<file path="config.mk">
export PLATFORM = sky130hd
export DESIGN_NAME = radio_core
export DESIGN_NICKNAME = d
export VERILOG_FILES = /design/src/radio_sample_pkg.sv /design/src/radio_ctrl_pkg.sv /design/src/radio_settings.sv /design/src/radio_tx_control.sv /design/src/radio_rx_sample_counter.sv /design/src/radio_rx_control.sv /design/src/radio_resp_mux.sv /design/src/radio_core.sv
export VERILOG_INCLUDE_DIRS = /design/src /design/src/src
export SDC_FILE = /design/constraint.sdc
export NUM_CORES = 1
export LEC_CHECK = 0
export ABC_AREA = 1
export CORE_ASPECT_RATIO = 1.2
export CORE_MARGIN = 1.5
export CORE_UTILIZATION = 46
export CTS_CLUSTER_DIAMETER = 50
export DETAILED_ROUTE_END_ITERATION = 8
export DONT_BUFFER_PORTS = 1
export GPL_TIMING_DRIVEN = 0
export PLACE_DENSITY = 0.68
export SLEW_MARGIN = 20
export SYNTH_ARGS = -nofsm -noshare
export SYNTH_HDL_FRONTEND = slang
export SYNTH_HIERARCHICAL = 1
export SYNTH_SLANG_ARGS = --single-unit
</file>
<file path="constraint.sdc">
create_clock -name i_clk -period 6.4 [get_ports i_clk]
set_input_delay 1.28 -clock i_clk [delete_from_list [all_inputs] [get_ports i_clk]]
set_output_delay 1.28 -clock i_clk [all_outputs]
set_load 0.005 [all_outputs]
</file>
<file path="src/radio_defines.svh">
/*
  Shared constants of the radio datapath
  Settings and readback addresses are 8 bits wide
  Response codes sit in the top byte of the 64-bit response word
*/
`ifndef RADIO_DEFINES_SVH
`define RADIO_DEFINES_SVH

// Field widths
`define RADIO_SAMPLE_W 32
`define RADIO_TIME_W 64
`define RADIO_SID_W 16
`define RADIO_LEN_W 16
`define RADIO_ADDR_W 8
`define RADIO_CODE_W 8
`define RADIO_RB_W 64

// Settings bus addresses
`define RADIO_SR_LOOPBACK 8'd130
`define RADIO_SR_TEST 8'd131
`define RADIO_SR_IDLE 8'd132
`define RADIO_SR_RX_CMD 8'd152
`define RADIO_SR_RX_MAXLEN 8'd157

// Readback addresses
`define RADIO_RB_TIME 8'd0
`define RADIO_RB_TEST 8'd2
`define RADIO_RB_TXRX 8'd3
`define RADIO_RB_NUM 8'd4

// Response codes
`define RADIO_RESP_ACK 8'h00
`define RADIO_RESP_UNDERFLOW 8'h01
`define RADIO_RESP_OVERFLOW 8'h08

`define RADIO_NUM_DEFAULT 0

`endif

</file>
<file path="src/radio_sample_pkg.sv">
/*
  Sample side types of the radio datapath
  A sample packs I in the upper and Q in the lower 16 bits
*/
`include "radio_defines.svh"

package radio_sample_pkg;

  // One I/Q sample
  typedef logic [`RADIO_SAMPLE_W-1:0] sample_t;

  // Free running VITA time
  typedef logic [`RADIO_TIME_W-1:0] vita_time_t;

  typedef logic [`RADIO_SID_W-1:0] sid_t;

  // Sample count of a capture or a packet
  typedef logic [`RADIO_LEN_W-1:0] len_t;

endpackage

</file>
<file path="src/radio_ctrl_pkg.sv">
/*
  Control side types of the radio datapath
  Response word carries only the low 24 bits of the event time
*/
`include "radio_defines.svh"

package radio_ctrl_pkg;

  // Settings bus write
  typedef struct packed {
    logic                     stb;
    logic [`RADIO_ADDR_W-1:0] addr;
    logic [31:0]              data;
  } set_bus_t;

  // Decoded configuration shared by TX and RX
  typedef struct packed {
    logic                      loopback;
    radio_sample_pkg::sample_t idle;
    radio_sample_pkg::len_t    maxlen;
    logic [31:0]               test;
  } radio_cfg_t;

  // 64-bit response word, code in the top byte
  typedef struct packed {
    logic [`RADIO_CODE_W-1:0] code;
    radio_sample_pkg::sid_t   src;
    radio_sample_pkg::sid_t   dst;
    logic [23:0]              time_lo;
  } resp_t;

  typedef enum logic [1:0] {TX_IDLE, TX_RUN, TX_RESP} tx_state_t;

  typedef enum logic [1:0] {RX_IDLE, RX_RUN, RX_RESP} rx_state_t;

endpackage

</file>
<file path="src/radio_settings.sv">
/*
  Configuration registers and readback multiplexer
  Writes land on the edge that samples the strobe
  Readback is combinational, strobe low for unknown addresses
  RX command write gives a one-cycle pulse, count from data[15:0]
*/
`timescale 1ns/1ps
`include "radio_defines.svh"

module radio_settings #(
  parameter int RADIO_NUM = `RADIO_NUM_DEFAULT
) (
  input  logic                         i_clk,
  input  logic                         i_reset,
  input  radio_ctrl_pkg::set_bus_t     i_set,
  input  logic [`RADIO_ADDR_W-1:0]     i_rb_addr,
  input  logic                         i_rb_holdoff,
  input  radio_sample_pkg::vita_time_t i_vita_time,
  input  radio_sample_pkg::sample_t    i_tx_sample,
  input  radio_sample_pkg::sample_t    i_rx_sample,
  output radio_ctrl_pkg::radio_cfg_t   o_cfg,
  output logic                         o_rx_cmd,
  output radio_sample_pkg::len_t       o_rx_count,
  output logic                         o_rb_stb,
  output logic [`RADIO_RB_W-1:0]       o_rb_data
);

  logic cmd_hit;

  // Write to the RX command address
  assign cmd_hit = i_set.stb && (i_set.addr == `RADIO_SR_RX_CMD);

  always_ff @(posedge i_clk) begin
    if (i_reset) begin
      o_cfg    <= '0;
      o_rx_cmd <= 1'b0;
    end else begin
      o_rx_cmd <= cmd_hit;
      if (i_set.stb) begin
        case (i_set.addr)
          `RADIO_SR_LOOPBACK:  o_cfg.loopback <= i_set.data[0];
          `RADIO_SR_TEST:      o_cfg.test <= i_set.data;
          `RADIO_SR_IDLE:      o_cfg.idle <= i_set.data;
          `RADIO_SR_RX_MAXLEN: o_cfg.maxlen <= i_set.data[15:0];
          default: ;
        endcase
      end
    end
  end

  // Count travels with the pulse
  always_ff @(posedge i_clk) begin
    if (cmd_hit) begin
      o_rx_count <= i_set.data[15:0];
    end
  end

  always_comb begin
    o_rb_stb = ~i_rb_holdoff;
    case (i_rb_addr)
      `RADIO_RB_TIME: o_rb_data = i_vita_time;
      // Test word next to the live RX sample
      `RADIO_RB_TEST: o_rb_data = {i_rx_sample, o_cfg.test};
      `RADIO_RB_TXRX: o_rb_data = {i_tx_sample, i_rx_sample};
      `RADIO_RB_NUM:  o_rb_data = {32'd0, 32'(RADIO_NUM)};
      default: begin
        o_rb_stb  = 1'b0;
        o_rb_data = '0;
      end
    endcase
  end

endmodule

</file>
<file path="src/radio_tx_control.sv">
/*
  TX burst control
  One stream beat per DAC strobe, ready follows the strobe combinationally
  Idle value drives the DAC between bursts and after an underflow
  No timed commands, every burst starts as soon as data is valid
*/
`timescale 1ns/1ps
`include "radio_defines.svh"

module radio_tx_control (
  input  logic                             i_clk,
  input  logic                             i_reset,
  input  logic                             i_clear,
  input  radio_ctrl_pkg::radio_cfg_t       i_cfg,
  input  radio_sample_pkg::vita_time_t     i_vita_time,
  input  radio_sample_pkg::sid_t [1:0]     i_resp_sid,
  input  radio_sample_pkg::sample_t        i_tx_tdata,
  input  logic                             i_tx_tlast,
  input  logic                             i_tx_tvalid,
  output logic                             o_tx_tready,
  input  logic                             i_tx_stb,
  output radio_sample_pkg::sample_t        o_tx,
  output logic                             o_tx_running,
  output radio_ctrl_pkg::resp_t            o_resp,
  output logic                             o_resp_valid,
  input  logic                             i_resp_ready
);

  radio_ctrl_pkg::tx_state_t state;
  logic consume;
  logic burst_end;

  assign o_tx_running = (state == radio_ctrl_pkg::TX_RUN);
  assign o_tx_tready  = o_tx_running && i_tx_stb;
  assign consume      = o_tx_tready && i_tx_tvalid;
  // Last beat taken or strobe without data
  assign burst_end    = o_tx_tready && (!i_tx_tvalid || i_tx_tlast);
  assign o_resp_valid = (state == radio_ctrl_pkg::TX_RESP);

  always_ff @(posedge i_clk) begin
    if (i_reset || i_clear) begin
      state <= radio_ctrl_pkg::TX_IDLE;
    end else begin
      case (state)
        // Start on valid data, beat stays in the stream
        radio_ctrl_pkg::TX_IDLE: if (i_tx_tvalid) state <= radio_ctrl_pkg::TX_RUN;
        radio_ctrl_pkg::TX_RUN:  if (burst_end) state <= radio_ctrl_pkg::TX_RESP;
        radio_ctrl_pkg::TX_RESP: if (i_resp_ready) state <= radio_ctrl_pkg::TX_IDLE;
        default: state <= radio_ctrl_pkg::TX_IDLE;
      endcase
    end
  end

  // DAC sample changes only on strobes while a burst is active
  always_ff @(posedge i_clk) begin
    if (consume) begin
      o_tx <= i_tx_tdata;
    end else if (state == radio_ctrl_pkg::TX_IDLE || i_tx_stb) begin
      o_tx <= i_cfg.idle;
    end
  end

  // Response stamped when the burst ends
  always_ff @(posedge i_clk) begin
    if (burst_end) begin
      o_resp <= '{code:    i_tx_tvalid ? `RADIO_RESP_ACK : `RADIO_RESP_UNDERFLOW,
                  src:     i_resp_sid[1],
                  dst:     i_resp_sid[0],
                  time_lo: i_vita_time[23:0]};
    end
  end

  // Upstream keeps a waiting beat unchanged until a strobe takes it
  a_tx_stream_hold: assert property (@(posedge i_clk) disable iff (i_reset || i_clear)
    i_tx_tvalid && !o_tx_tready |=>
      i_tx_tvalid && $stable(i_tx_tdata) && $stable(i_tx_tlast));

  // Stalled response holds its word
  a_tx_resp_hold: assert property (@(posedge i_clk) disable iff (i_reset || i_clear)
    o_resp_valid && !i_resp_ready |=> o_resp_valid && $stable(o_resp));

endmodule

</file>
<file path="src/radio_rx_sample_counter.sv">
/*
  Remaining sample counter for an RX capture
  Packet count reloads from maxlen after each packet
  Maxlen of zero gives packets of 65536 samples
*/
`timescale 1ns/1ps

module radio_rx_sample_counter (
  input  logic                   i_clk,
  input  logic                   i_reset,
  input  logic                   i_load,
  input  radio_sample_pkg::len_t i_total,
  input  radio_sample_pkg::len_t i_maxlen,
  input  logic                   i_step,
  output logic                   o_pkt_last,
  output logic                   o_burst_last,
  output logic                   o_empty
);

  radio_sample_pkg::len_t burst_left;
  radio_sample_pkg::len_t pkt_left;

  // Next step takes the final sample
  assign o_pkt_last   = (pkt_left == 16'd1);
  assign o_burst_last = (burst_left == 16'd1);
  assign o_empty      = (burst_left == '0);

  always_ff @(posedge i_clk) begin
    if (i_reset) begin
      burst_left <= '0;
      pkt_left   <= '0;
    end else begin
      if (i_load) begin
        burst_left <= i_total;
      end else if (i_step) begin
        burst_left <= burst_left - 16'd1;
      end
      // New packet on load and after each closing sample
      if (i_load || (i_step && o_pkt_last)) begin
        pkt_left <= i_maxlen;
      end else if (i_step) begin
        pkt_left <= pkt_left - 16'd1;
      end
    end
  end

  a_no_step_empty: assert property (@(posedge i_clk) disable iff (i_reset)
    i_step |-> !o_empty);

endmodule

</file>
<file path="src/radio_rx_control.sv">
/*
  RX capture control
  Loopback takes the DAC sample and strobe in place of the ADC
  One output register only, a strobe against a stalled beat is an overflow
  Overflow and end of capture both stop the capture and send one response
*/
`timescale 1ns/1ps
`include "radio_defines.svh"

module radio_rx_control (
  input  logic                         i_clk,
  input  logic                         i_reset,
  input  logic                         i_clear,
  input  radio_ctrl_pkg::radio_cfg_t   i_cfg,
  input  radio_sample_pkg::vita_time_t i_vita_time,
  input  radio_sample_pkg::sid_t [1:0] i_resp_sid,
  input  logic                         i_cmd,
  input  radio_sample_pkg::len_t       i_count,
  input  radio_sample_pkg::sample_t    i_adc,
  input  logic                         i_adc_stb,
  input  radio_sample_pkg::sample_t    i_tx,
  input  logic                         i_tx_stb,
  output radio_sample_pkg::sample_t    o_rx_tdata,
  output logic                         o_rx_tlast,
  output logic                         o_rx_tvalid,
  input  logic                         i_rx_tready,
  output logic                         o_rx_running,
  output radio_ctrl_pkg::resp_t        o_resp,
  output logic                         o_resp_valid,
  input  logic                         i_resp_ready
);

  radio_ctrl_pkg::rx_state_t state;
  radio_sample_pkg::sample_t sample;
  logic sample_stb;
  logic load;
  logic stall;
  logic take;
  logic step;
  logic overflow;
  logic done;
  logic pkt_last;
  logic burst_last;
  logic empty;

  // Digital loopback TX to RX
  assign sample     = i_cfg.loopback ? i_tx : i_adc;
  assign sample_stb = i_cfg.loopback ? i_tx_stb : i_adc_stb;

  assign o_rx_running = (state == radio_ctrl_pkg::RX_RUN);
  assign o_resp_valid = (state == radio_ctrl_pkg::RX_RESP);
  assign load         = (state == radio_ctrl_pkg::RX_IDLE) && i_cmd;
  assign stall        = o_rx_tvalid && !i_rx_tready;
  // Strobes after the final sample are ignored
  assign take         = o_rx_running && sample_stb && !empty;
  assign step         = take && !stall;
  assign overflow     = take && stall;
  // Capture over once the final beat has left the register
  assign done         = o_rx_running && empty && !o_rx_tvalid;

  radio_rx_sample_counter counter0 (
    .i_clk       (i_clk),
    .i_reset     (i_reset),
    .i_load      (load),
    .i_total     (i_count),
    .i_maxlen    (i_cfg.maxlen),
    .i_step      (step),
    .o_pkt_last  (pkt_last),
    .o_burst_last(burst_last),
    .o_empty     (empty)
  );

  always_ff @(posedge i_clk) begin
    if (i_reset || i_clear) begin
      state       <= radio_ctrl_pkg::RX_IDLE;
      o_rx_tvalid <= 1'b0;
    end else begin
      if (step) begin
        o_rx_tvalid <= 1'b1;
      end else if (i_rx_tready) begin
        o_rx_tvalid <= 1'b0;
      end
      case (state)
        radio_ctrl_pkg::RX_IDLE: if (i_cmd) state <= radio_ctrl_pkg::RX_RUN;
        radio_ctrl_pkg::RX_RUN:  if (overflow || done) state <= radio_ctrl_pkg::RX_RESP;
        radio_ctrl_pkg::RX_RESP: if (i_resp_ready) state <= radio_ctrl_pkg::RX_IDLE;
        default: state <= radio_ctrl_pkg::RX_IDLE;
      endcase
    end
  end

  // Beat payload with its packet boundary
  always_ff @(posedge i_clk) begin
    if (step) begin
      o_rx_tdata <= sample;
      o_rx_tlast <= pkt_last || burst_last;
    end
  end

  always_ff @(posedge i_clk) begin
    if (overflow || done) begin
      o_resp <= '{code:    overflow ? `RADIO_RESP_OVERFLOW : `RADIO_RESP_ACK,
                  src:     i_resp_sid[1],
                  dst:     i_resp_sid[0],
                  time_lo: i_vita_time[23:0]};
    end
  end

  // Beat waits unchanged for ready
  a_rx_hold: assert property (@(posedge i_clk) disable iff (i_reset || i_clear)
    stall |=> o_rx_tvalid && $stable(o_rx_tdata) && $stable(o_rx_tlast));

  // New beats come only from a running capture, later ones just drain
  a_rx_source: assert property (@(posedge i_clk) disable iff (i_reset)
    $rose(o_rx_tvalid) |-> $past(state) == radio_ctrl_pkg::RX_RUN);

endmodule

</file>
<file path="src/radio_resp_mux.sv">
/*
  Round-robin merge of the TX and RX response words
  Output is combinational from the granted input, no buffering
  Grant stays put while the granted word is stalled
*/
`timescale 1ns/1ps

module radio_resp_mux (
  input  logic                  i_clk,
  input  logic                  i_reset,
  input  radio_ctrl_pkg::resp_t i_tx_resp,
  input  logic                  i_tx_valid,
  output logic                  o_tx_ready,
  input  radio_ctrl_pkg::resp_t i_rx_resp,
  input  logic                  i_rx_valid,
  output logic                  o_rx_ready,
  output radio_ctrl_pkg::resp_t o_resp,
  output logic                  o_resp_valid,
  input  logic                  i_resp_ready
);

  logic prio_rx;
  logic locked;
  logic locked_rx;
  logic sel_rx;

  // RX wins when alone or when TX won last time
  always_comb begin
    sel_rx       = locked ? locked_rx : (i_rx_valid && (!i_tx_valid || prio_rx));
    o_resp       = sel_rx ? i_rx_resp : i_tx_resp;
    o_resp_valid = sel_rx ? i_rx_valid : i_tx_valid;
    o_tx_ready   = !sel_rx && i_resp_ready;
    o_rx_ready   = sel_rx && i_resp_ready;
  end

  always_ff @(posedge i_clk) begin
    if (i_reset) begin
      prio_rx   <= 1'b0;
      locked    <= 1'b0;
      locked_rx <= 1'b0;
    end else begin
      locked    <= o_resp_valid && !i_resp_ready;
      locked_rx <= sel_rx;
      // Loser of this transfer goes first next time
      if (o_resp_valid && i_resp_ready) begin
        prio_rx <= !sel_rx;
      end
    end
  end

  a_resp_hold: assert property (@(posedge i_clk) disable iff (i_reset)
    o_resp_valid && !i_resp_ready |=> o_resp_valid && $stable(o_resp));

endmodule

</file>
<file path="src/radio_core.sv">
/*
  Clock-rate datapath of one radio channel
  RX responses go to the downstream block when the RX response SID is zero
  No timed commands, time only stamped into responses
*/
`timescale 1ns/1ps
`include "radio_defines.svh"

module radio_core #(
  parameter int RADIO_NUM = `RADIO_NUM_DEFAULT
) (
  input  logic                         i_clk,
  input  logic                         i_reset,
  input  logic                         i_clear_rx,
  input  logic                         i_clear_tx,
  input  radio_sample_pkg::sid_t       i_src_sid,
  input  radio_sample_pkg::sid_t       i_dst_sid,
  input  radio_sample_pkg::sid_t       i_rx_resp_dst_sid,
  input  radio_sample_pkg::sid_t       i_tx_resp_dst_sid,
  // ADC and DAC side
  input  radio_sample_pkg::sample_t    i_rx,
  input  logic                         i_rx_stb,
  output logic                         o_rx_running,
  output radio_sample_pkg::sample_t    o_tx,
  input  logic                         i_tx_stb,
  output logic                         o_tx_running,
  input  radio_sample_pkg::vita_time_t i_vita_time,
  // Settings and readback
  input  radio_ctrl_pkg::set_bus_t     i_set,
  input  logic [`RADIO_ADDR_W-1:0]     i_rb_addr,
  input  logic                         i_rb_holdoff,
  output logic                         o_rb_stb,
  output logic [`RADIO_RB_W-1:0]       o_rb_data,
  // Streams
  input  radio_sample_pkg::sample_t    i_tx_tdata,
  input  logic                         i_tx_tlast,
  input  logic                         i_tx_tvalid,
  output logic                         o_tx_tready,
  output radio_sample_pkg::sample_t    o_rx_tdata,
  output logic                         o_rx_tlast,
  output logic                         o_rx_tvalid,
  input  logic                         i_rx_tready,
  output radio_ctrl_pkg::resp_t        o_resp,
  output logic                         o_resp_valid,
  input  logic                         i_resp_ready
);

  radio_ctrl_pkg::radio_cfg_t   cfg;
  radio_ctrl_pkg::resp_t        tx_resp;
  radio_ctrl_pkg::resp_t        rx_resp;
  radio_sample_pkg::len_t       rx_count;
  radio_sample_pkg::sid_t [1:0] tx_resp_sid;
  radio_sample_pkg::sid_t [1:0] rx_resp_sid;
  logic rx_cmd;
  logic tx_resp_valid;
  logic tx_resp_ready;
  logic rx_resp_valid;
  logic rx_resp_ready;

  // Source and destination of each response
  assign tx_resp_sid = {i_src_sid, i_tx_resp_dst_sid};
  assign rx_resp_sid = {i_src_sid, (i_rx_resp_dst_sid != '0) ? i_rx_resp_dst_sid : i_dst_sid};

  radio_settings #(.RADIO_NUM(RADIO_NUM)) settings0 (
    .i_clk(i_clk), .i_reset(i_reset), .i_set(i_set),
    .i_rb_addr(i_rb_addr), .i_rb_holdoff(i_rb_holdoff), .i_vita_time(i_vita_time),
    .i_tx_sample(o_tx), .i_rx_sample(i_rx), .o_cfg(cfg),
    .o_rx_cmd(rx_cmd), .o_rx_count(rx_count), .o_rb_stb(o_rb_stb), .o_rb_data(o_rb_data)
  );

  radio_tx_control tx_control0 (
    .i_clk(i_clk), .i_reset(i_reset), .i_clear(i_clear_tx), .i_cfg(cfg),
    .i_vita_time(i_vita_time), .i_resp_sid(tx_resp_sid),
    .i_tx_tdata(i_tx_tdata), .i_tx_tlast(i_tx_tlast), .i_tx_tvalid(i_tx_tvalid),
    .o_tx_tready(o_tx_tready), .i_tx_stb(i_tx_stb), .o_tx(o_tx), .o_tx_running(o_tx_running),
    .o_resp(tx_resp), .o_resp_valid(tx_resp_valid), .i_resp_ready(tx_resp_ready)
  );

  radio_rx_control rx_control0 (
    .i_clk(i_clk), .i_reset(i_reset), .i_clear(i_clear_rx), .i_cfg(cfg),
    .i_vita_time(i_vita_time), .i_resp_sid(rx_resp_sid), .i_cmd(rx_cmd), .i_count(rx_count),
    .i_adc(i_rx), .i_adc_stb(i_rx_stb), .i_tx(o_tx), .i_tx_stb(i_tx_stb),
    .o_rx_tdata(o_rx_tdata), .o_rx_tlast(o_rx_tlast), .o_rx_tvalid(o_rx_tvalid),
    .i_rx_tready(i_rx_tready), .o_rx_running(o_rx_running),
    .o_resp(rx_resp), .o_resp_valid(rx_resp_valid), .i_resp_ready(rx_resp_ready)
  );

  radio_resp_mux resp_mux0 (
    .i_clk(i_clk), .i_reset(i_reset),
    .i_tx_resp(tx_resp), .i_tx_valid(tx_resp_valid), .o_tx_ready(tx_resp_ready),
    .i_rx_resp(rx_resp), .i_rx_valid(rx_resp_valid), .o_rx_ready(rx_resp_ready),
    .o_resp(o_resp), .o_resp_valid(o_resp_valid), .i_resp_ready(i_resp_ready)
  );

endmodule

</file>
==> out/qor.csv <==
metric,value,unit
grt total ovfl,0,
Worst EP required,5120,ps
switching power,955.6,uW
Die X,172.3,um
Sink Count,317,
"Max FO, Critical Path",10,
layout cells sized above 1,14.89,%
Yosys top cell area share,37.00,%
placer's final routability congestion estimate,0.9198,
"Reg clk slew, reported paths",60,ps
PortBufs,0,
vias in the first global route,12100,
H-Tree Depth,2,
dpl cells,2406,
worst vdd ir,0.1427,mV
Final setup viols,0,
antenna-violating nets left,0,
Int Power,3381,uW
die area,35530,um^2
Post-Synthesis Cells,1934,
first-pass GRT wire length,76.54,mm
RSZ-0062 raised after global routing,no,
Die Y,206.2,um
Tot Pwr,4336,uW
DRT iter0 DRCs,1191,
max_slew headroom,37.24,%
Clock power frac,45.8,%
Detail Placement HPWL,43.46,mm
row cnt,74,
"Distinct cells, synth",44,
Tmin final,3876,ps
Final Hold Viols,0,
nets@finish,2245,
outcome,finished clean,
#FFs+latches synth,317,
Routed WL,55.73,mm
Pwr per Cell Area,245.1,nW/um^2
Post-synth EDFFs,195,
prevailing post-synth register cell,edfxtp_1,
wire per inst,22.51,um
Clock Skew,22.58,ps
Starting Density,46.58,%
Comb power frac,3.4,%
Root Buffer,clkbuf_16,
Resize count post-CTS,0,
Pins Over Slew Limit,0,
DR vias/cell,5.309,
fraction of registers with async set/reset,0,%
Leakage,0.007714,uW
Core ar.,33980,um^2
YS warnings,6,
Synth Area per Inst,8.183,um^2
critical path type,primary input to primary output,
register area share after synthesis,52.43,%
cts bufs inserted,37,
Worst-Margin Slew,940.3,ps
I/O Pins,451,
largest net degree at the start of global routing,57,
Global Route Usage Sum,30.21,%
Synth area leaders,"edfxtp_1, nand2_1, dfxtp_1, nand3_1, nor2_1",
Synth area leader,edfxtp_1,
CP arrival,2600,ps
Final WS setup,2524,ps
CP Launch Type,primary input,
Skew-Pair Late Insertion Delay,520,ps
vias after detailed routing,13145,
drt drc,0,
Setup Total Neg Slack,0,ps
final std cells w/o fill,2476,
initial antenna violation count,5,
period utilization,60.56,%
CTS tree,yes,
Pre-antenna DRT Iters,7,
sequential power share,50.7,%
Hold Crit Class,register to register,
# hold bufs at CTS,0,
pre-CTS WS,2582,ps
setup repair bufs after CTS,0,
Post-Syn Area,15830,um^2
Crit. End Element,primary output,
Longest Clk Path Bufs,3,
max frequency,0.2580,GHz
max-cap viol count,0,
P&R area growth vs syn,11.80,%
hold_ws,468.4,ps
switch share,22.04,%
[cell usage in the layout, fill, tap and decap left out, types with 7 or more instances in the layout]
cell       netlist  layout
conb_1           2      14
nor2_1         209     208
nand3_2         15      15
nor2_2          41      42
inv_2           14      14
a21oi_1         38      38
clkbuf_1         4      15
nand2_1        713     712
inv_1          145     144
dfxtp_1        122     122
nor2_4          13      13
nand3_1        183     183
o21ai_2         33      33
nand2_2         12      12
buf_6           21      21
nor3_1          10      10
buf_1           11      11
or2_2            7       7
clkbuf_16        0      37
buf_4           33      33
o21ai_0         24      24
edfxtp_1       195     195
buf_2           32      32
o21ai_1          8       8
[power by group through the flow]
stage / clock network, uW / logic, uW / registers (uW)
finish: 1990 / 148 / 2200
floorplan: 0 / 104 / 2240
global placement: 0 / 140 / 2240
CTS: 2020 / 145 / 2200
global route: 2100 / 162 / 2200
detailed placement: 0 / 145 / 2240
[layout make-up]
| type | count | area, um^2 |
|---|---|---|
| multi-input combinational | 1364 | 6213 |
| inverter | 161 | 611.8 |
| timing repair buffer | 4 | 95.09 |
| buffer | 104 | 760.7 |
| fill | 3235 | 16290 |
| tap | 456 | 570.5 |
| sequential | 317 | 8298 |
| antenna | 5 | 12.51 |
| clock buffer | 51 | 1008 |
| clock inverter | 14 | 123.9 |
[state kept, by name (all words and copies together), names as in the netlist]
signal                           flops
rx_control0/counter0/pkt_left       16
settings0/o_cfg                     81
resp_mux0/prio_rx                    1
rx_control0/counter0/burst_left     16
rx_control0/state                    2
tx_control0/state                    2
rx_control0/o_rx_tdata              32
settings0/o_rx_cmd                   1
rx_control0/o_rx_tvalid              1
rx_control0/o_resp                  57
tx_control0/o_tx                    32
rx_control0/o_rx_tlast               1
settings0/o_rx_count                16
tx_control0/o_resp                  57
resp_mux0/locked                     1
resp_mux0/locked_rx                  1
[worst max-delay path: stages]
cell and delay (ps):
inv_1 50, nand2_1 80, nor2_2 170, nand2_1 100, inv_2 210, buf_2 380, nand2_1 130, nand3_1 190
[cells by family after synthesis]
| group | share of synthesized area, % |
|---|---|
| other | 0.04745 |
| AO/OA/AOI/OAI | 4.593 |
| XOR/XNOR | 0.6087 |
| AND/OR/NAND/NOR | 33.35 |
| buffers and inverters | 8.657 |
| adder cells (fa/ha/maj) | 0.3162 |
| flip-flops | 52.43 |
[metrics by stage]
stage | utilization [%] | area [um^2]
after detailed placement | 48.70 | 16550
final | 52.07 | 17690
after CTS | 52.04 | 17680
after global placement | 48.39 | 16440
after floorplan | - | 15870
after global routing | 52.04 | 17680
[synthesized netlist by cell type, types with 13 or more instances]
cell / n
o21ai_0: 24
a21oi_1: 38
nor2_4: 13
buf_6: 21
nor2_1: 209
edfxtp_1: 195
nor2_2: 41
o21ai_2: 33
buf_4: 33
buf_2: 32
nand3_1: 183
inv_2: 14
dfxtp_1: 122
nand2_1: 713
inv_1: 145
nand3_2: 15
[path summary, 6_finish.rpt]
kind / from / end / slack (ps) / cells after the start
setup / recovery: i_rb_addr[4] / o_rb_data[5] / 2520 / 8
hold / removal: resp_mux0/prio_rx / resp_mux0/prio_rx / 470 / 2
setup reg to reg: rx_control0/counter0/burst_left[0] / rx_control0/counter0/pkt_left[12] / 3280 / 14
hold reg to reg: resp_mux0/prio_rx / resp_mux0/prio_rx / 470 / 2
[per-layer routing]
layer / vias to the layer above / part of all wire [%] / global-route usage [%]
li1: 6257 / - / -
met1: 6097 / 36 / 34.19
met2: 660 / 49 / 51.92
met3: 131 / 11 / 9.671
met4: 0 / 4.3 / 13.20
met5: - / 0 / 0
Note: power is estimated with default switching activity, not from simulation.
